File: src/soc_bus_pkg.sv
`default_nettype none

// Types carried on the CPU load/store bus
package soc_bus_pkg;

    // Load kinds, encoded like funct3 of the RISC-V loads
    typedef enum logic [2:0] {
        load_lb  = 3'b000,
        load_lh  = 3'b001,
        load_lw  = 3'b010,
        load_ld  = 3'b011,
        load_lbu = 3'b100,
        load_lhu = 3'b101,
        load_lwu = 3'b110
    } load_type_e;

    // One bus cycle as the CPU drives it
    typedef struct packed {
        logic [63:0] address;
        logic [63:0] write_data;
        logic        write_enable;
        logic        read_enable;
        load_type_e  read_type;
    } bus_req_t;

    // Read response back to the CPU
    typedef struct packed {
        logic [63:0] read_data;
        logic        read_done;
    } bus_resp_t;

    // What one port has for the read in progress
    typedef struct packed {
        logic        valid;
        logic [63:0] data;
    } port_result_t;

    // Load word, seen whole or as the two words of a doubleword load
    typedef union packed {
        logic [63:0]      dword;
        logic [1:0][31:0] half;
    } load_word_u;

endpackage

`default_nettype wire

File: src/bus_response_mux.sv
`default_nettype none

module bus_response_mux (
    input  wire logic                      CLOCK_50,
    input  wire logic                      KEY0,
    input  wire logic                      read_enable,
    input  wire soc_bus_pkg::port_result_t ram_result,
    input  wire soc_bus_pkg::port_result_t io_result,
    output soc_bus_pkg::bus_resp_t         bus_resp
);

    logic        any_valid;
    logic        capture;
    logic        read_done_q;
    logic [63:0] read_data_q;

    assign any_valid = ram_result.valid || io_result.valid;

    // First valid cycle of a read loads the response
    assign capture = read_enable && !read_done_q && any_valid;

    always_ff @(posedge CLOCK_50 or negedge KEY0) begin
        if (!KEY0) begin
            read_done_q <= 1'b0;
        end else if (!read_enable) begin
            read_done_q <= 1'b0;
        end else if (capture) begin
            read_done_q <= 1'b1;
        end
    end

    // Data stays put until the next read captures
    always_ff @(posedge CLOCK_50) begin
        if (capture) begin
            read_data_q <= ram_result.valid ? ram_result.data : io_result.data;
        end
    end

    assign bus_resp = '{read_data: read_data_q, read_done: read_done_q};

    // Address maps of the two ports must not overlap
    a_one_port: assert property (
        @(posedge CLOCK_50) disable iff (!KEY0)
        !(ram_result.valid && io_result.valid)
    ) else $error("bus_response_mux: RAM and I/O both answered a read");

endmodule

`default_nettype wire

File: config.mk
export PLATFORM = sky130hd
export DESIGN_NAME = bus_response_mux
export DESIGN_NICKNAME = d
export VERILOG_FILES = /design/src/soc_bus_pkg.sv /design/src/bus_response_mux.sv
export SDC_FILE = /design/constraint.sdc
export NUM_CORES = 1
export LEC_CHECK = 0
export ABC_CLOCK_PERIOD_IN_PS = 3700
export BUFFER_PORTS_ARGS = -buffer_cell sky130_fd_sc_hd__buf_2
export CORE_ASPECT_RATIO = 0.8
export CORE_MARGIN = 1
export CORE_UTILIZATION = 43
export CTS_BUF_LIST = sky130_fd_sc_hd__clkbuf_8
export DETAILED_ROUTE_END_ITERATION = 6
export PLACE_DENSITY_LB_ADDON = 0.25
export SLEW_MARGIN = 30
export SYNTH_ARGS = -nofsm -noshare
export SYNTH_HDL_FRONTEND = slang
export SYNTH_SLANG_ARGS = --single-unit
File: constraint.sdc
create_clock -name CLOCK_50 -period 3.7 [get_ports CLOCK_50]
set_input_delay 0.185 -clock CLOCK_50 [delete_from_list [all_inputs] [get_ports CLOCK_50]]
set_output_delay 0.185 -clock CLOCK_50 [all_outputs]
set_load 0.05 [all_outputs]
## After elaboration in Yosys (flattened, before gate mapping)

Index checks and enable logic that the tools add are counted.

| storage, ports and cells | value |
|---|---|
| memories kept | 0 |
| memory bits (writable) | 0 |
| register bits | 65 |
| ROM bits | 0 |
| latch bits | 0 |
| output and inout port bits | 65 |

| operators by class | value |
|---|---|
| add/sub/neg operators | 0 |
| equality and inequality tests | 1 |
| divide/modulo/power cells | 0 |
| muxes and demuxes | 3 |
| magnitude comparators | 0 |
| multiply operators | 0 |
| bitwise logic cells | 0 |
| shifts and indexed selects | 0 |
| reduce and logical (&&, ||, !) cells | 4 |

Operator list:

| kind | count |
|---|---|
| 64-bit 2-to-1 mux | 1 |
| 1-bit logical AND | 2 |
| 1-bit 2-to-1 mux | 2 |
| 2-bit by 1-bit inequality test with 1-bit output, second input constant | 1 |
| 1-bit zero test | 1 |
| 1-bit logical OR | 1 |

## Logic depth before layout (Yosys ltp)

| logic depth | value |
|---|---|
| depth in word-level cells | 5 |
| gate-level depth with buffers | 4 |
| gate-level depth less buffers | 2 |

## Least setup slack after synthesis

OpenSTA, ideal clock, no wires.

| path | value |
|---|---|
| path type | input port to flip-flop |
| start point | input ram_result[64] (netlist bit) |
| end point | register read_data_q[0] (enable) |
| library setup time | 0.475 ns |
| path slack | 0.185 ns |
| path buffers | 2 |
| arrival time | 3.040 ns |
| cell stages on the path | 4 |
| path through | buf_6 -> buf_6 -> nor2_1 -> nor3b_2 |

| on the way | value |
|---|---|
| cells in the longest elaborated chain, start to end | 2 |

RTL lines:

| element | RTL line | text |
|---|---|---|
| start, declared | bus_response_mux.sv:7 | `input wire soc_bus_pkg::port_result_t ram_result,` |
| 1-bit logical OR | bus_response_mux.sv:17 | `assign any_valid = ram_result.valid \|\| io_result.valid;` |
| 1-bit logical AND | bus_response_mux.sv:20 | `assign capture = read_enable && !read_done_q && any_valid;` |
| net capture | bus_response_mux.sv:13 | `logic capture;` |
| end signal, assigned | bus_response_mux.sv:35 | `read_data_q <= ram_result.valid ? ram_result.data : io_result.data;` |
| end, declared | bus_response_mux.sv:15 | `logic [63:0] read_data_q;` |

The timed path passes the listed nets, and every way through them passes these cells.
A chain may end at the register's enable or synchronous reset.

## Worst setup path after layout

| path | value |
|---|---|
| start point | input ram_result[64] (netlist bit) |
| end point | register read_data_q[0] (data pin) |

| on the way | value |
|---|---|
| cells in the longest elaborated chain, start to end | 1 |

RTL lines:

| element | RTL line |
|---|---|
| 64-bit 2-to-1 mux | bus_response_mux.sv:35 |

Every way passes these cells.

==> metrics.md <==
| Metric | Value |
|---|---|
| Initial DRC Count | 34 |
| Yosys top cell area share | 0.661 |
| Worst-Skew Late Latency | around 330 ps |
| Gate power share | 0.207 |
| Die height | roughly 76 µm |
| Area growth, synth to finish | 41.7% |
| DP HPWL | 4890 µm |
| Largest net degree at the start of global routing | 39 |
| I/O Buffers | between 150 and 200 |
| Vias in the first global route | ~1.8k |
| Total die area | between 0.007 and 0.008 mm² |
| Detailed Routing Iterations Pass 1 | 4 |
| Root Driver | clkbuf_8 |
| Slew of the pin with the lowest slew margin | 588 ps |
| M1 wire length | between 2000 and 2500 µm |
| Post-CTS Resized | 0 |
| Unrepaired setup endpoints after global routing | false |
| H-Tree Depth | 3 |
| Crit Path Category | input port to register |
| Crit path launch type | input port |
| Post-synthesis sequential area ratio | 0.669 |
| Vias per cell | approximately 4.6 |
| Slew Limit Fails | 0 |
| DRC | 0 |
| Synth warnings | 0 |
| Detailed Route WL | approximately 6300 µm |
| Die width | roughly 94 µm |
| Sequential power share | 0.513 |
| Synthesized area | between 0.002 and 0.003 mm² |
| Final setup fails | 0 |
| Sw Share | 0.271 |
| Clock-pin slew on the worst setup and hold paths | 70 ps |
| Antenna Nets Post-Route | 0 |
| GP Congestion | roughly 0.75 |
| Multi-input logic area | 895 µm² |
| Register area | between 0.0015 and 0.002 mm² |
| Layout Nets | roughly 480 |
| GRT overflow | 0 |
| Min cycle time layout | around 1500 ps |
| CP Capture Type | register |
| Post-Syn Instances | 140 |
| CTS tree | yes |
| Min-delay worst type | input port to register |
| Mean post-synth cell area | ~21 µm² |
| Post-CTS Setup Bufs | 0 |
| Register bit count reported by yosys | 65 |
| Core area | between 0.006 and 0.007 mm² |
| I/O pin total | 198 |
| Setup tns final | 0 ps |
| Fill cell count | around 500 |
| Post-synth top area cell | edfxtp_1 |
| Internal Pwr Total | about 1.2 mW |
| Fmax achieved | 663 MHz |
| N_diodes | 0 |
| Post-layout util | 0.637 |
| CP required | approximately 3800 ps |
| Final period util | 0.408 |
| CTS max path bufs | 2 |
| CP Max Fanout | 34 |
| Clock share of power | 0.280 |
| Max Cap Viol | 0 |
| Leakage | around 1.9 nW |
| Initial Util | 0.449 |
| Post-synth net total | 273 |
| All-Layer GR Usage | 0.177 |
| Met2 WL | 3220 µm |
| Clock Sinks | 65 |
| CP Data Arrival Time | between 1500 and 2000 ps |
| Initial antenna violation count | 0 |
| Max-slew headroom | 0.608 |
| Highest routed layer | met4 |
| Avg WL per Cell | about 15 µm |
| Fraction of layout cells with a size suffix above 1 | 0.797 |
| Status | complete, no violations |
| Vias | about 2.0k |
| Final Hold Fails | 0 |
| First-pass GRT wire length | around 8800 µm |
| Fin Clk Skew | ~5.7 ps |
| Met3 routed wirelength | approximately 660 µm |
| Synth top area cells | edfxtp_1 66%, mux2_4 20%, mux2_2 10% |
| FP Rows | 26 |
| Num CTS Buffers | 9 |
| Netlist cell types | 10 |
| Worst vdd ir | about 0.26 mV |
| Switching pwr | approximately 0.46 mW |
| Power density cells | about 410 mW/mm² |
[per-layer routing]
metal / up-vias / track usage
met5: - / 0
met4: 0 / 0.0667
met3: 6 / 0.0768
met2: 115 / 0.303
met1: 906 / 0.200
li1: 955 / -
[through the flow]
| step | setup WS, ps | area [µm²] | hold slack (ps) | instances | total power [mW] |
|---|---|---|---|---|---|
| after global placement | 1860 | 3960 | -32.9 | 416 | 1.23 |
| after floorplan | 185 | 2910 | -111 | 140 | 1.13 |
| final | 2190 | 4120 | 99.8 | 433 | 1.70 |
| after global routing | 2130 | 4120 | 77.6 | 433 | 1.77 |
| after detailed placement | 1840 | 3960 | -34.9 | 416 | 1.24 |
| after CTS | 2200 | 4120 | 68.8 | 433 | 1.72 |
[registers in the layout, indices dropped and copies added, names as in the netlist]
name         count
read_data_q     64
read_done_q      1
[power by group through the flow]
stage	sequential, mW	combinational [mW]	clock, mW
after floorplan	1.01	0.113	0
after global placement	0.884	0.348	0
after detailed placement	0.885	0.354	0
after CTS	0.870	0.355	0.492
after global routing	0.872	0.372	0.523
final	0.869	0.351	0.475
[cell type report]
| type | count | share of cell area |
|---|---|---|
| clock inverter | 7 | 0.00759 |
| clock buffer | 9 | 0.0300 |
| tap | 84 | 0.0255 |
| sequential | 65 | 0.472 |
| multi-input combinational | 67 | 0.217 |
| timing repair buffer | 201 | 0.248 |
[synthesized netlist by cell type (all sizes together)]
| cell type | count |
|---|---|
| mux2 | 64 |
| edfxtp | 64 |
| o31a | 1 |
| nor3b | 1 |
| buf | 8 |
| dfrtp | 1 |
| nor2 | 1 |
[cells by family after synthesis]
group                  share of synthesized area
AOI/OAI and AO/OA                        0.00301
buffers and inverters                     0.0254
DFF                                        0.669
muxes                                      0.297
and+or+nand+nor                          0.00559
[worst paths after layout]
check / from / end / slack, ps / depth (start not counted)
max: ram_result[64] / read_data_q[0] / 2190 / 3
min: read_enable / read_done_q / 100 / 2
max reg2reg: read_done_q / read_data_q[15] / 2240 / 2
min reg2reg: read_done_q / read_done_q / 600 / 1
max in group asynchronous: KEY0 / read_done_q / 3440 / 2
min in group asynchronous: KEY0 / read_done_q / 170 / 2
[cell usage in the layout, fill, tap and decap left out]
| cell type | instances |
|---|---|
| buf_2 | 196 |
| buf_4 | 4 |
| clkbuf_8 | 9 |
| clkinv_2 | 4 |
| dfrtp_1 | 1 |
| dlygate4sd3_1 | 1 |
| edfxtp_1 | 64 |
| inv_1 | 3 |
| mux2_2 | 26 |
| mux2_4 | 38 |
| nor2_1 | 1 |
| nor3b_4 | 1 |
| o31a_1 | 1 |
[worst max-delay path, cell delays in order]
cell    delay (ps)
buf_4          400
buf_4          590
mux2_2         400
[timing repair]
item                       in CTS  in global routing
hold buffers                    1                  0
hold endpoints to repair        1                  0
setup endpoints to repair       0                  0
No activity file was read; power rests on OpenSTA's default activity.
