## src/soc_bus_pkg.sv

```systemverilog
`default_nettype none

// Types carried on the CPU load/store bus
package soc_bus_pkg;

    // Load kinds, encoded like funct3 of the RISC-V loads
    typedef enum logic [2:0] {
        load_lb  = 3'b000,
        load_lh  = 3'b001,
        load_lw  = 3'b010,
        load_ld  = 3'b011,
        load_lbu = 3'b100,
        load_lhu = 3'b101,
        load_lwu = 3'b110
    } load_type_e;

    // One bus cycle as the CPU drives it
    typedef struct packed {
        logic [63:0] address;
        logic [63:0] write_data;
        logic        write_enable;
        logic        read_enable;
        load_type_e  read_type;
    } bus_req_t;

    // Read response back to the CPU
    typedef struct packed {
        logic [63:0] read_data;
        logic        read_done;
    } bus_resp_t;

    // What one port has for the read in progress
    typedef struct packed {
        logic        valid;
        logic [63:0] data;
    } port_result_t;

    // Load word, seen whole or as the two words of a doubleword load
    typedef union packed {
        logic [63:0]      dword;
        logic [1:0][31:0] half;
    } load_word_u;

endpackage

`default_nettype wire

```

## src/soc_map_pkg.sv

```systemverilog
`default_nettype none

// Address map of the board bus
package soc_map_pkg;

    // Start of block RAM; its size comes from the ram_words parameter
    localparam logic [63:0] ram_base = 64'h0000_0000_0000_1000;

    // Keyboard ASCII register, read only
    localparam logic [63:0] key_addr = 64'h0000_0000_0000_0100;

    // UART data register, write only
    localparam logic [63:0] uart_addr = 64'h0000_0000_0000_0108;

    // SD controller registers
    localparam logic [63:0] sdc_addr_reg = 64'h0000_0000_0000_0110;
    localparam logic [63:0] sdc_read_reg = 64'h0000_0000_0000_0118;
    localparam logic [63:0] sdc_ready_reg = 64'h0000_0000_0000_0120;

    // Set once a whole sector sits in the cache
    localparam logic [63:0] sdc_avail_reg = 64'h0000_0000_0000_0128;

    // Byte window onto the sector cache
    localparam logic [63:0] sdc_cache_base = 64'h0000_0000_0000_0200;

    // One SD sector
    localparam int sector_bytes = 512;

endpackage

`default_nettype wire

```

## src/io_port.sv

```systemverilog
`default_nettype none

module io_port (
    input  wire logic                  CLOCK_50,
    input  wire logic                  KEY0,
    input  wire soc_bus_pkg::bus_req_t bus_req,
    output soc_bus_pkg::port_result_t  result,
    input  wire logic [7:0]            key_ascii,
    input  wire logic                  key_pressed,
    input  wire logic                  irq_ack,
    output logic [3:0]                 irq_vector,
    input  wire logic [7:0]            sd_dout,
    input  wire logic                  sd_byte_available,
    input  wire logic                  sd_ready,
    output logic                       sd_rd_start,
    output logic [31:0]                sd_addr,
    output logic                       uart_strobe,
    output logic [7:0]                 uart_data
);

    localparam int cache_aw = $clog2(soc_map_pkg::sector_bytes);
    localparam logic [63:0] cache_limit =
        soc_map_pkg::sdc_cache_base + 64'(soc_map_pkg::sector_bytes);

    // One sector of SD data
    logic [7:0] sd_cache [0:soc_map_pkg::sector_bytes-1];

    logic                key_sel;
    logic                uart_sel;
    logic                sdc_addr_sel;
    logic                sdc_read_sel;
    logic                sdc_ready_sel;
    logic                sdc_avail_sel;
    logic                cache_sel;
    logic                read_sel;
    logic [63:0]         cache_offset;
    logic [cache_aw-1:0] cache_idx;
    logic                valid_q;
    logic [63:0]         data_q;
    logic                sd_byte_d;
    logic                byte_edge;
    logic [cache_aw-1:0] byte_index;
    logic                sd_cache_avail;
    logic                uart_trig;
    logic                uart_trig_d;

    // Register decode
    assign key_sel = (bus_req.address == soc_map_pkg::key_addr);
    assign uart_sel = (bus_req.address == soc_map_pkg::uart_addr);
    assign sdc_addr_sel = (bus_req.address == soc_map_pkg::sdc_addr_reg);
    assign sdc_read_sel = (bus_req.address == soc_map_pkg::sdc_read_reg);
    assign sdc_ready_sel = (bus_req.address == soc_map_pkg::sdc_ready_reg);
    assign sdc_avail_sel = (bus_req.address == soc_map_pkg::sdc_avail_reg);
    assign cache_sel = (bus_req.address >= soc_map_pkg::sdc_cache_base) &&
                       (bus_req.address < cache_limit);

    assign cache_offset = bus_req.address - soc_map_pkg::sdc_cache_base;
    assign cache_idx = cache_offset[cache_aw-1:0];

    // Only these addresses answer a read
    assign read_sel = bus_req.read_enable &&
                      (key_sel || sdc_ready_sel || sdc_avail_sel || cache_sel);

    always_ff @(posedge CLOCK_50 or negedge KEY0) begin
        if (!KEY0) begin
            valid_q <= 1'b0;
        end else begin
            valid_q <= read_sel;
        end
    end

    // Read value, one cycle after the request
    always_ff @(posedge CLOCK_50) begin
        if (read_sel && !valid_q) begin
            if (key_sel) begin
                data_q <= {56'd0, key_ascii};
            end else if (sdc_ready_sel) begin
                data_q <= {63'd0, sd_ready};
            end else if (sdc_avail_sel) begin
                data_q <= {63'd0, sd_cache_avail};
            end else begin
                data_q <= {56'd0, sd_cache[cache_idx]};
            end
        end
    end

    assign result.valid = valid_q && bus_req.read_enable;
    assign result.data = data_q;

    // SD byte strobe, rising edge only
    assign byte_edge = sd_byte_available && !sd_byte_d;

    always_ff @(posedge CLOCK_50 or negedge KEY0) begin
        if (!KEY0) begin
            sd_byte_d <= 1'b0;
            byte_index <= '0;
            sd_cache_avail <= 1'b0;
        end else begin
            sd_byte_d <= sd_byte_available;
            if (byte_edge) begin
                byte_index <= byte_index + cache_aw'(1);
                if (byte_index == cache_aw'(soc_map_pkg::sector_bytes - 1)) begin
                    sd_cache_avail <= 1'b1;
                end else if (byte_index == '0) begin
                    // New sector started
                    sd_cache_avail <= 1'b0;
                end
            end
        end
    end

    always_ff @(posedge CLOCK_50) begin
        if (byte_edge) begin
            sd_cache[byte_index] <= sd_dout;
        end
    end

    // Sector address and read start
    always_ff @(posedge CLOCK_50 or negedge KEY0) begin
        if (!KEY0) begin
            sd_addr <= 32'd0;
            sd_rd_start <= 1'b0;
        end else begin
            sd_rd_start <= bus_req.write_enable && sdc_read_sel;
            if (bus_req.write_enable && sdc_addr_sel) begin
                sd_addr <= bus_req.write_data[31:0];
            end
        end
    end

    // UART strobe fires once per store, even if the store is held
    assign uart_trig = bus_req.write_enable && uart_sel;

    always_ff @(posedge CLOCK_50 or negedge KEY0) begin
        if (!KEY0) begin
            uart_trig_d <= 1'b0;
        end else begin
            uart_trig_d <= uart_trig;
        end
    end

    assign uart_strobe = uart_trig && !uart_trig_d;
    assign uart_data = bus_req.write_data[7:0];

    // Keyboard interrupt latch; ack has priority over a new press
    always_ff @(posedge CLOCK_50 or negedge KEY0) begin
        if (!KEY0) begin
            irq_vector <= 4'd0;
        end else if (irq_ack && (irq_vector != 4'd0)) begin
            irq_vector <= 4'd0;
        end else if (key_pressed && (key_ascii != 8'd0)) begin
            irq_vector <= 4'd1;
        end
    end

    // SD controller expects a single-cycle start
    a_rd_start_pulse: assert property (
        @(posedge CLOCK_50) disable iff (!KEY0)
        sd_rd_start |=> !sd_rd_start
    ) else $error("io_port: sd_rd_start held for two cycles");

endmodule

`default_nettype wire

```

## config.mk

```make
export PLATFORM = sky130hd
export DESIGN_NAME = io_port
export DESIGN_NICKNAME = d
export VERILOG_FILES = /design/src/soc_bus_pkg.sv /design/src/soc_map_pkg.sv /design/src/io_port.sv
export SDC_FILE = /design/constraint.sdc
export NUM_CORES = 2
export LEC_CHECK = 0
export BUFFER_PORTS_ARGS = -buffer_cell sky130_fd_sc_hd__buf_2
export CORE_ASPECT_RATIO = 0.7
export CORE_MARGIN = 5
export CORE_UTILIZATION = 40
export CTS_CLUSTER_SIZE = 25
export DETAILED_ROUTE_END_ITERATION = 7
export PLACE_DENSITY = 0.53
export SYNTH_ARGS = -nofsm -noshare
export SYNTH_HDL_FRONTEND = slang
export SYNTH_SLANG_ARGS = --single-unit
```

## constraint.sdc

```tcl
create_clock -name CLOCK_50 -period 4.28 [get_ports CLOCK_50]
set_input_delay 1.284 -clock CLOCK_50 [delete_from_list [all_inputs] [get_ports CLOCK_50]]
set_output_delay 1.284 -clock CLOCK_50 [all_outputs]
set_load 0.02 [all_outputs]
```

# Word-level counts from Yosys, hierarchy flattened
# Memories as Yosys holds them, arrays and structs flattened.
# Cells that the tools add are included.
# word_totals
reg_bits	114
latch_bits	0
ramBits	4096
rom_bits	0
inputBits	155
out_inout_bits	111
elab_cells	55
n_memories	1
# mem_list
memory	depth	width	rd	rd_ports_with_merged_regs	wr	line_no	text
sd_cache	512	8	1	0	1	io_port.sv:26	logic [7:0] sd_cache [0:soc_map_pkg::sector_bytes-1];
# classes
addsub	2
multipliers	0
n_div	0
n_lt_le_gt_ge	2
eq_ne	7
n_shift	0
n_mux	9
bitwise	0
n_reduce_logical	24
# op_table
cell	count
64-bit by 9-bit equality test with 1-bit output, second input constant	6
64-bit by 10-bit >= comparator with 1-bit output, second input constant	1
64-bit by 11-bit less-than comparator with 1-bit output, second input constant	1
8-bit 2-to-1 mux	3
1-bit logical AND	11
9-bit by 1-bit adder with 9-bit output, second input constant	1
9-bit equality test, second input constant	1
9-bit zero test	1
9-bit by 1-bit subtractor with 9-bit output, second input constant	1
4-bit 2-to-1 mux	2
8-bit nonzero test	1
1-bit 2-to-1 mux	4
2-bit nonzero test	2
4-bit nonzero test	1
1-bit zero test	3
1-bit logical OR	3
2-bit AND reduction	1
2-bit OR reduction	1

# Logic depth before layout (Yosys ltp)
# logic_depth
word_depth	6
ltp_mapped	15

# Least setup slack after synthesis
# OpenSTA, ideal clock, no wires.
# synth_path
path_kind	input-to-output
from	input port bus_req[69] (netlist name)
to	output port uart_strobe
arrival_ps	3289
path_slack_ps	-293
stages	9
n_path_buf	4
cell_sequence	buf_6 -> buf_6 -> buf_6 -> buf_6 -> nor3_1 -> nand4_1 -> nor4_1 -> nand2_1 -> nor4_1
# synth_between
elab_chain_cells	3
# synth_lines
element	line_no	text
start, declared	io_port.sv:6	input wire soc_bus_pkg::bus_req_t bus_req,
64-bit by 9-bit equality test with 1-bit output	io_port.sv:49	assign uart_sel = (bus_req.address == soc_map_pkg::uart_addr);
1-bit logical AND	io_port.sv:132	assign uart_trig = bus_req.write_enable && uart_sel;
1-bit logical AND	io_port.sv:142	assign uart_strobe = uart_trig && !uart_trig_d;
end, declared	io_port.sv:17	output logic uart_strobe,
# Every way passes these cells.

# Final worst setup path
# layout_path
from	input port bus_req[70] (netlist name)
to	register data_q[3] (data pin)
# layout_between
elab_chain_cells	5
word_cells_on_any_way	8
# layout_lines
element	line_no	text
9-bit by 1-bit subtractor with 9-bit output	io_port.sv:57	assign cache_offset = bus_req.address - soc_map_pkg::sdc_cache_base;
memory read 512 x 8 bit	--	
8-bit 2-to-1 mux	io_port.sv:79	end else if (sdc_avail_sel) begin
8-bit 2-to-1 mux	io_port.sv:77	end else if (sdc_ready_sel) begin
8-bit 2-to-1 mux *	io_port.sv:75	if (key_sel) begin
end signal, assigned	io_port.sv:76	data_q <= {56'd0, key_ascii};
end signal, assigned	io_port.sv:78	data_q <= {63'd0, sd_ready};
end signal, assigned	io_port.sv:80	data_q <= {63'd0, sd_cache_avail};
end, declared	io_port.sv:39	logic [63:0] data_q;
# Every way passes the cells marked *; elsewhere a longest branch is shown, timed or not.
# A chain may end at the register's enable or synchronous reset.

==> run summary <==
Entering global routing, the biggest net connects 157 pins. The headroom to the max-slew limit came out at 7.00%. The CTS buffer count is 389.

The number of maximum-capacitance constraint violations is 0. The flow ran to the end, and the final reports show no timing, DRC or antenna violations. The synthesis-to-finish area growth is 20.0%. The port buffer count is 171. The instance area at placement is 181000 sq um. The number of setup violations in the final report came out at 0. After global routing the overflow that remains totals 0. After detailed routing, the number of remaining DRC violations is 0.

The ratio of total power to cell area came out at 443 nW/um^2. The worst path needs 4.23 ns of the cycle, external delays included. The proportion of register bits with asynchronous set or reset after synthesis came out at 1.13%.

The length in cells of the worst reg-to-reg path came out at 6. The via count of the first global-routing pass came out at 85398. The hold violation count in the final report came out at 0.

The most common cell after layout, fill and taps aside is sky130_fd_sc_hd__edfxtp_1. TritonCTS built the clock tree. The starting utilization of the core area came out at 40.1%. The number of pins exceeding their max-slew limit in the final report came out at 0.

The number of synthesized register bits came out at 4151. The fraction of the yosys area taken by sequential cells came out at 77.0%. The distinct cell type count of the synthesized netlist is 75. The part of the cycle the worst path needs came out at 98.9%. At the worst endpoint, the required time is 4.98 ns. The slack of the worst reg-to-reg path is 0.53 ns. The wire length after detailed routing is 519000 um. The area of the multi-input gates came out at 34600 sq um.

The maximum level of the CTS H-tree came out at 5. The number of flops mapped to enable cells by yosys came out at 4104. The peak-usage layer in the global routing report is met1.

The number of sinks on the clock net came out at 4151. For this design, the CTS-stage hold fixing added 0 buffers. The width of the die came out at 769 um. The final cell utilization of the core came out at 48.2%. During I/O placement, the number of pins put on the boundary was 266. The placed wire-length estimate after detailed placement is 347000 um. For this design the static power due to leakage is 64.2 nW.

The worst supply voltage drop on vdd came out at 0.373 mV. In the global route stage, met1 resource usage came out at 36.8%. Registers take 124000 sq um. The number of filler instances in the final layout came out at 32918. The worst setup path is of the in2reg kind. The per-cell via count in the routed design came out at 5.90.

Each instance of the synthesized netlist takes up on average 21.4 sq um. The worst setup path is launched from an input pin. The final weighted congestion in routability-driven placement is 0.924. The die area came out at 417000 sq um. The post-synthesis cell count is 7536. In the final layout, the share of cells above drive strength 1 is 35.9%. The first-pass GRT wire length is 708000 um.

The overall fraction of global-route tracks in use came out at 24.4%. The endpoint of the lowest-slack register-to-register path is sd_cache_avail. Global routing used 6.37% of the available met3 tracks.

The count of nets left with antenna violations after detail routing came out at 0. The start of the worst register-to-register path is byte_index[6]. The design draws 85.8 mW. The largest driver fanout on the critical path is 33. The data arrival time at the worst-slack endpoint came out at 4.93 ns. At the end of the flow, the number of nets in the layout was 9355.

The final standard cell area without fillers is 194000 sq um. STA classifies the critical path endpoint as a flip-flop. The post-synth design cell area is 161000 sq um. Dividing the detail-routed wire length by the instance count gives 35.0 um. After clock tree synthesis, the clock-pin slew on the worst setup and hold paths is 0.06 ns. The number of DRC markers after the initial detailed-route iteration came out at 11807. The total area inside the core boundary comes to 403000 sq um. The post-route clock skew is 0.0380 ns.

The number of warning messages in the yosys log is 0. The clock passes through at most 4 buffers. Timing would allow up to 236 MHz. At the pin with the least slew margin, the transition time is 1.36 ns.

The top cell types in the final layout, fill and taps aside, are 4104 x sky130_fd_sc_hd__edfxtp_1, 1342 x sky130_fd_sc_hd__buf_4, 1007 x sky130_fd_sc_hd__mux4_2. The tree is rooted in a sky130_fd_sc_hd__clkbuf_16. The number of detailed-routing iterations run before antenna repair came out at 5. The initial antenna violation count is 45. In this run the worst hold path is classified as in2async. The floorplan row count came out at 195. The floorplan step set the die height to 542 um. Detailed routing inserted a total of 87565 vias. Global routing used 35.5% of the available met2 tracks. Among all flip-flop cells after synthesis, the most frequent one is sky130_fd_sc_hd__edfxtp_1. The clock insertion delay at the later pin of the skew report is 0.96 ns.
## per-layer routing
layer  share of wire [%]  wire [um]
met1                  42     220000
met2                  44     227000
met3                  11      58600
met4                 2.6      13500
met5               0.011         59
## synth_stat cells (all sizes together), types with 9 or more instances
cell type | instances | area, sq um
o211ai | 17 | 128
o21ai | 39 | 195
clkbuf | 186 | 699
nor4 | 29 | 181
a21oi | 67 | 335
o22ai | 95 | 594
nor2b | 23 | 144
nand3 | 65 | 325
inv | 10 | 37.5
mux2 | 46 | 518
mux2i | 237 | 2370
a221oi | 30 | 263
nor3 | 18 | 90.1
a211oi | 37 | 278
and3 | 13 | 81.3
nor2 | 574 | 2150
a31oi | 25 | 156
mux4 | 1019 | 23000
dfrtp | 47 | 1180
a22oi | 84 | 631
a2111oi | 14 | 135
a22o | 24 | 210
nand4 | 14 | 87.6
and2 | 13 | 81.3
buf | 338 | 2350
o221ai | 9 | 78.8
a32oi | 18 | 158
nand2 | 228 | 856
edfxtp | 4104 | 123000
## cell type report
cell class                 instances  area share, %
antenna                            9         0.0116
clock buffer                     489           5.33
clock inverter                   220           1.11
inverter                          11         0.0278
multi-input combinational       2908           17.9
sequential                      4151           64.2
tap                             5319           3.43
timing repair buffer            1734           8.05
## cell families after synthesis
group                    count (synthesis)  share of synthesized area (%)
buffers and inverters                  535                           1.91
AND/OR/NAND/NOR                       1026                           2.71
AO/OA/AOI/OAI                          509                           2.23
flip-flops                            4151                           77.0
XOR/XNOR                                 7                         0.0380
other                                    1                        0.00232
multiplexers                          1302                           16.0
adder cells (fa/ha/maj)                  5                         0.0387
## power by group
group          leakage, nW  switching, mW  internal [mW]
Clock                 6.09           15.2           19.5
Combinational         20.6           4.01           2.23
Sequential            37.5         0.0576           44.7
Total                 64.2           19.3           66.5
## how the worst max path moves through the flow
stage                       startpoint  depth (start not counted)     endpoint
final                      bus_req[70]                         14    data_q[3]
after CTS                  bus_req[70]                         10  uart_strobe
after floorplan            bus_req[69]                          9  uart_strobe
after global placement     bus_req[69]                         12    data_q[0]
after detailed placement   bus_req[69]                         12    data_q[0]
after global routing      bus_req[111]                          8  uart_strobe
## metrics by stage
stage | setup slack [ns] | std cells | hold WS (ns) | TNS, ns
after floorplan | 0.0780 | 7594 | 0.479 | 0
after global placement | -1.27 | 14097 | 0.486 | -7.99
after detailed placement | -1.26 | 14097 | 0.488 | -8.03
after CTS | -0.0415 | 14810 | 0.352 | -0.0415
after global routing | -0.0121 | 14833 | 0.412 | -0.0121
final | 0.0452 | 14841 | 0.410 | 0
## registers in the layout, summed over array words and instances (netlist names)
name	flops
byte_index	9
sd_byte_d	1
valid_q	1
sd_cache	4096
data_q	8
uart_trig_d	1
sd_addr	32
irq_vector	1
sd_cache_avail	1
sd_rd_start	1
## what timing repair did
| action | CTS | global route |
|---|---|---|
| buffers inserted | 3 | 21 |
| pin swaps | 0 | 10 |
| cloned | 1 | 2 |
| endpoints found under the setup margin | 5 | 5 |
| resized for setup | 12 | 23 |
## worst max-delay path: stages
cell and delay, ns:
sky130_fd_sc_hd__buf_16 0.15, sky130_fd_sc_hd__buf_4 0.32, sky130_fd_sc_hd__buf_12 0.25, sky130_fd_sc_hd__buf_12 0.27
sky130_fd_sc_hd__buf_4 0.19, sky130_fd_sc_hd__mux4_2 0.32, sky130_fd_sc_hd__mux4_2 0.58, sky130_fd_sc_hd__mux2i_1 0.27
sky130_fd_sc_hd__buf_4 0.16, sky130_fd_sc_hd__o21ai_1 0.17, sky130_fd_sc_hd__a21oi_2 0.43, sky130_fd_sc_hd__buf_4 0.22
sky130_fd_sc_hd__a21oi_1 0.08, sky130_fd_sc_hd__a21o_1 0.18
(Power assumes the default switching activity.)
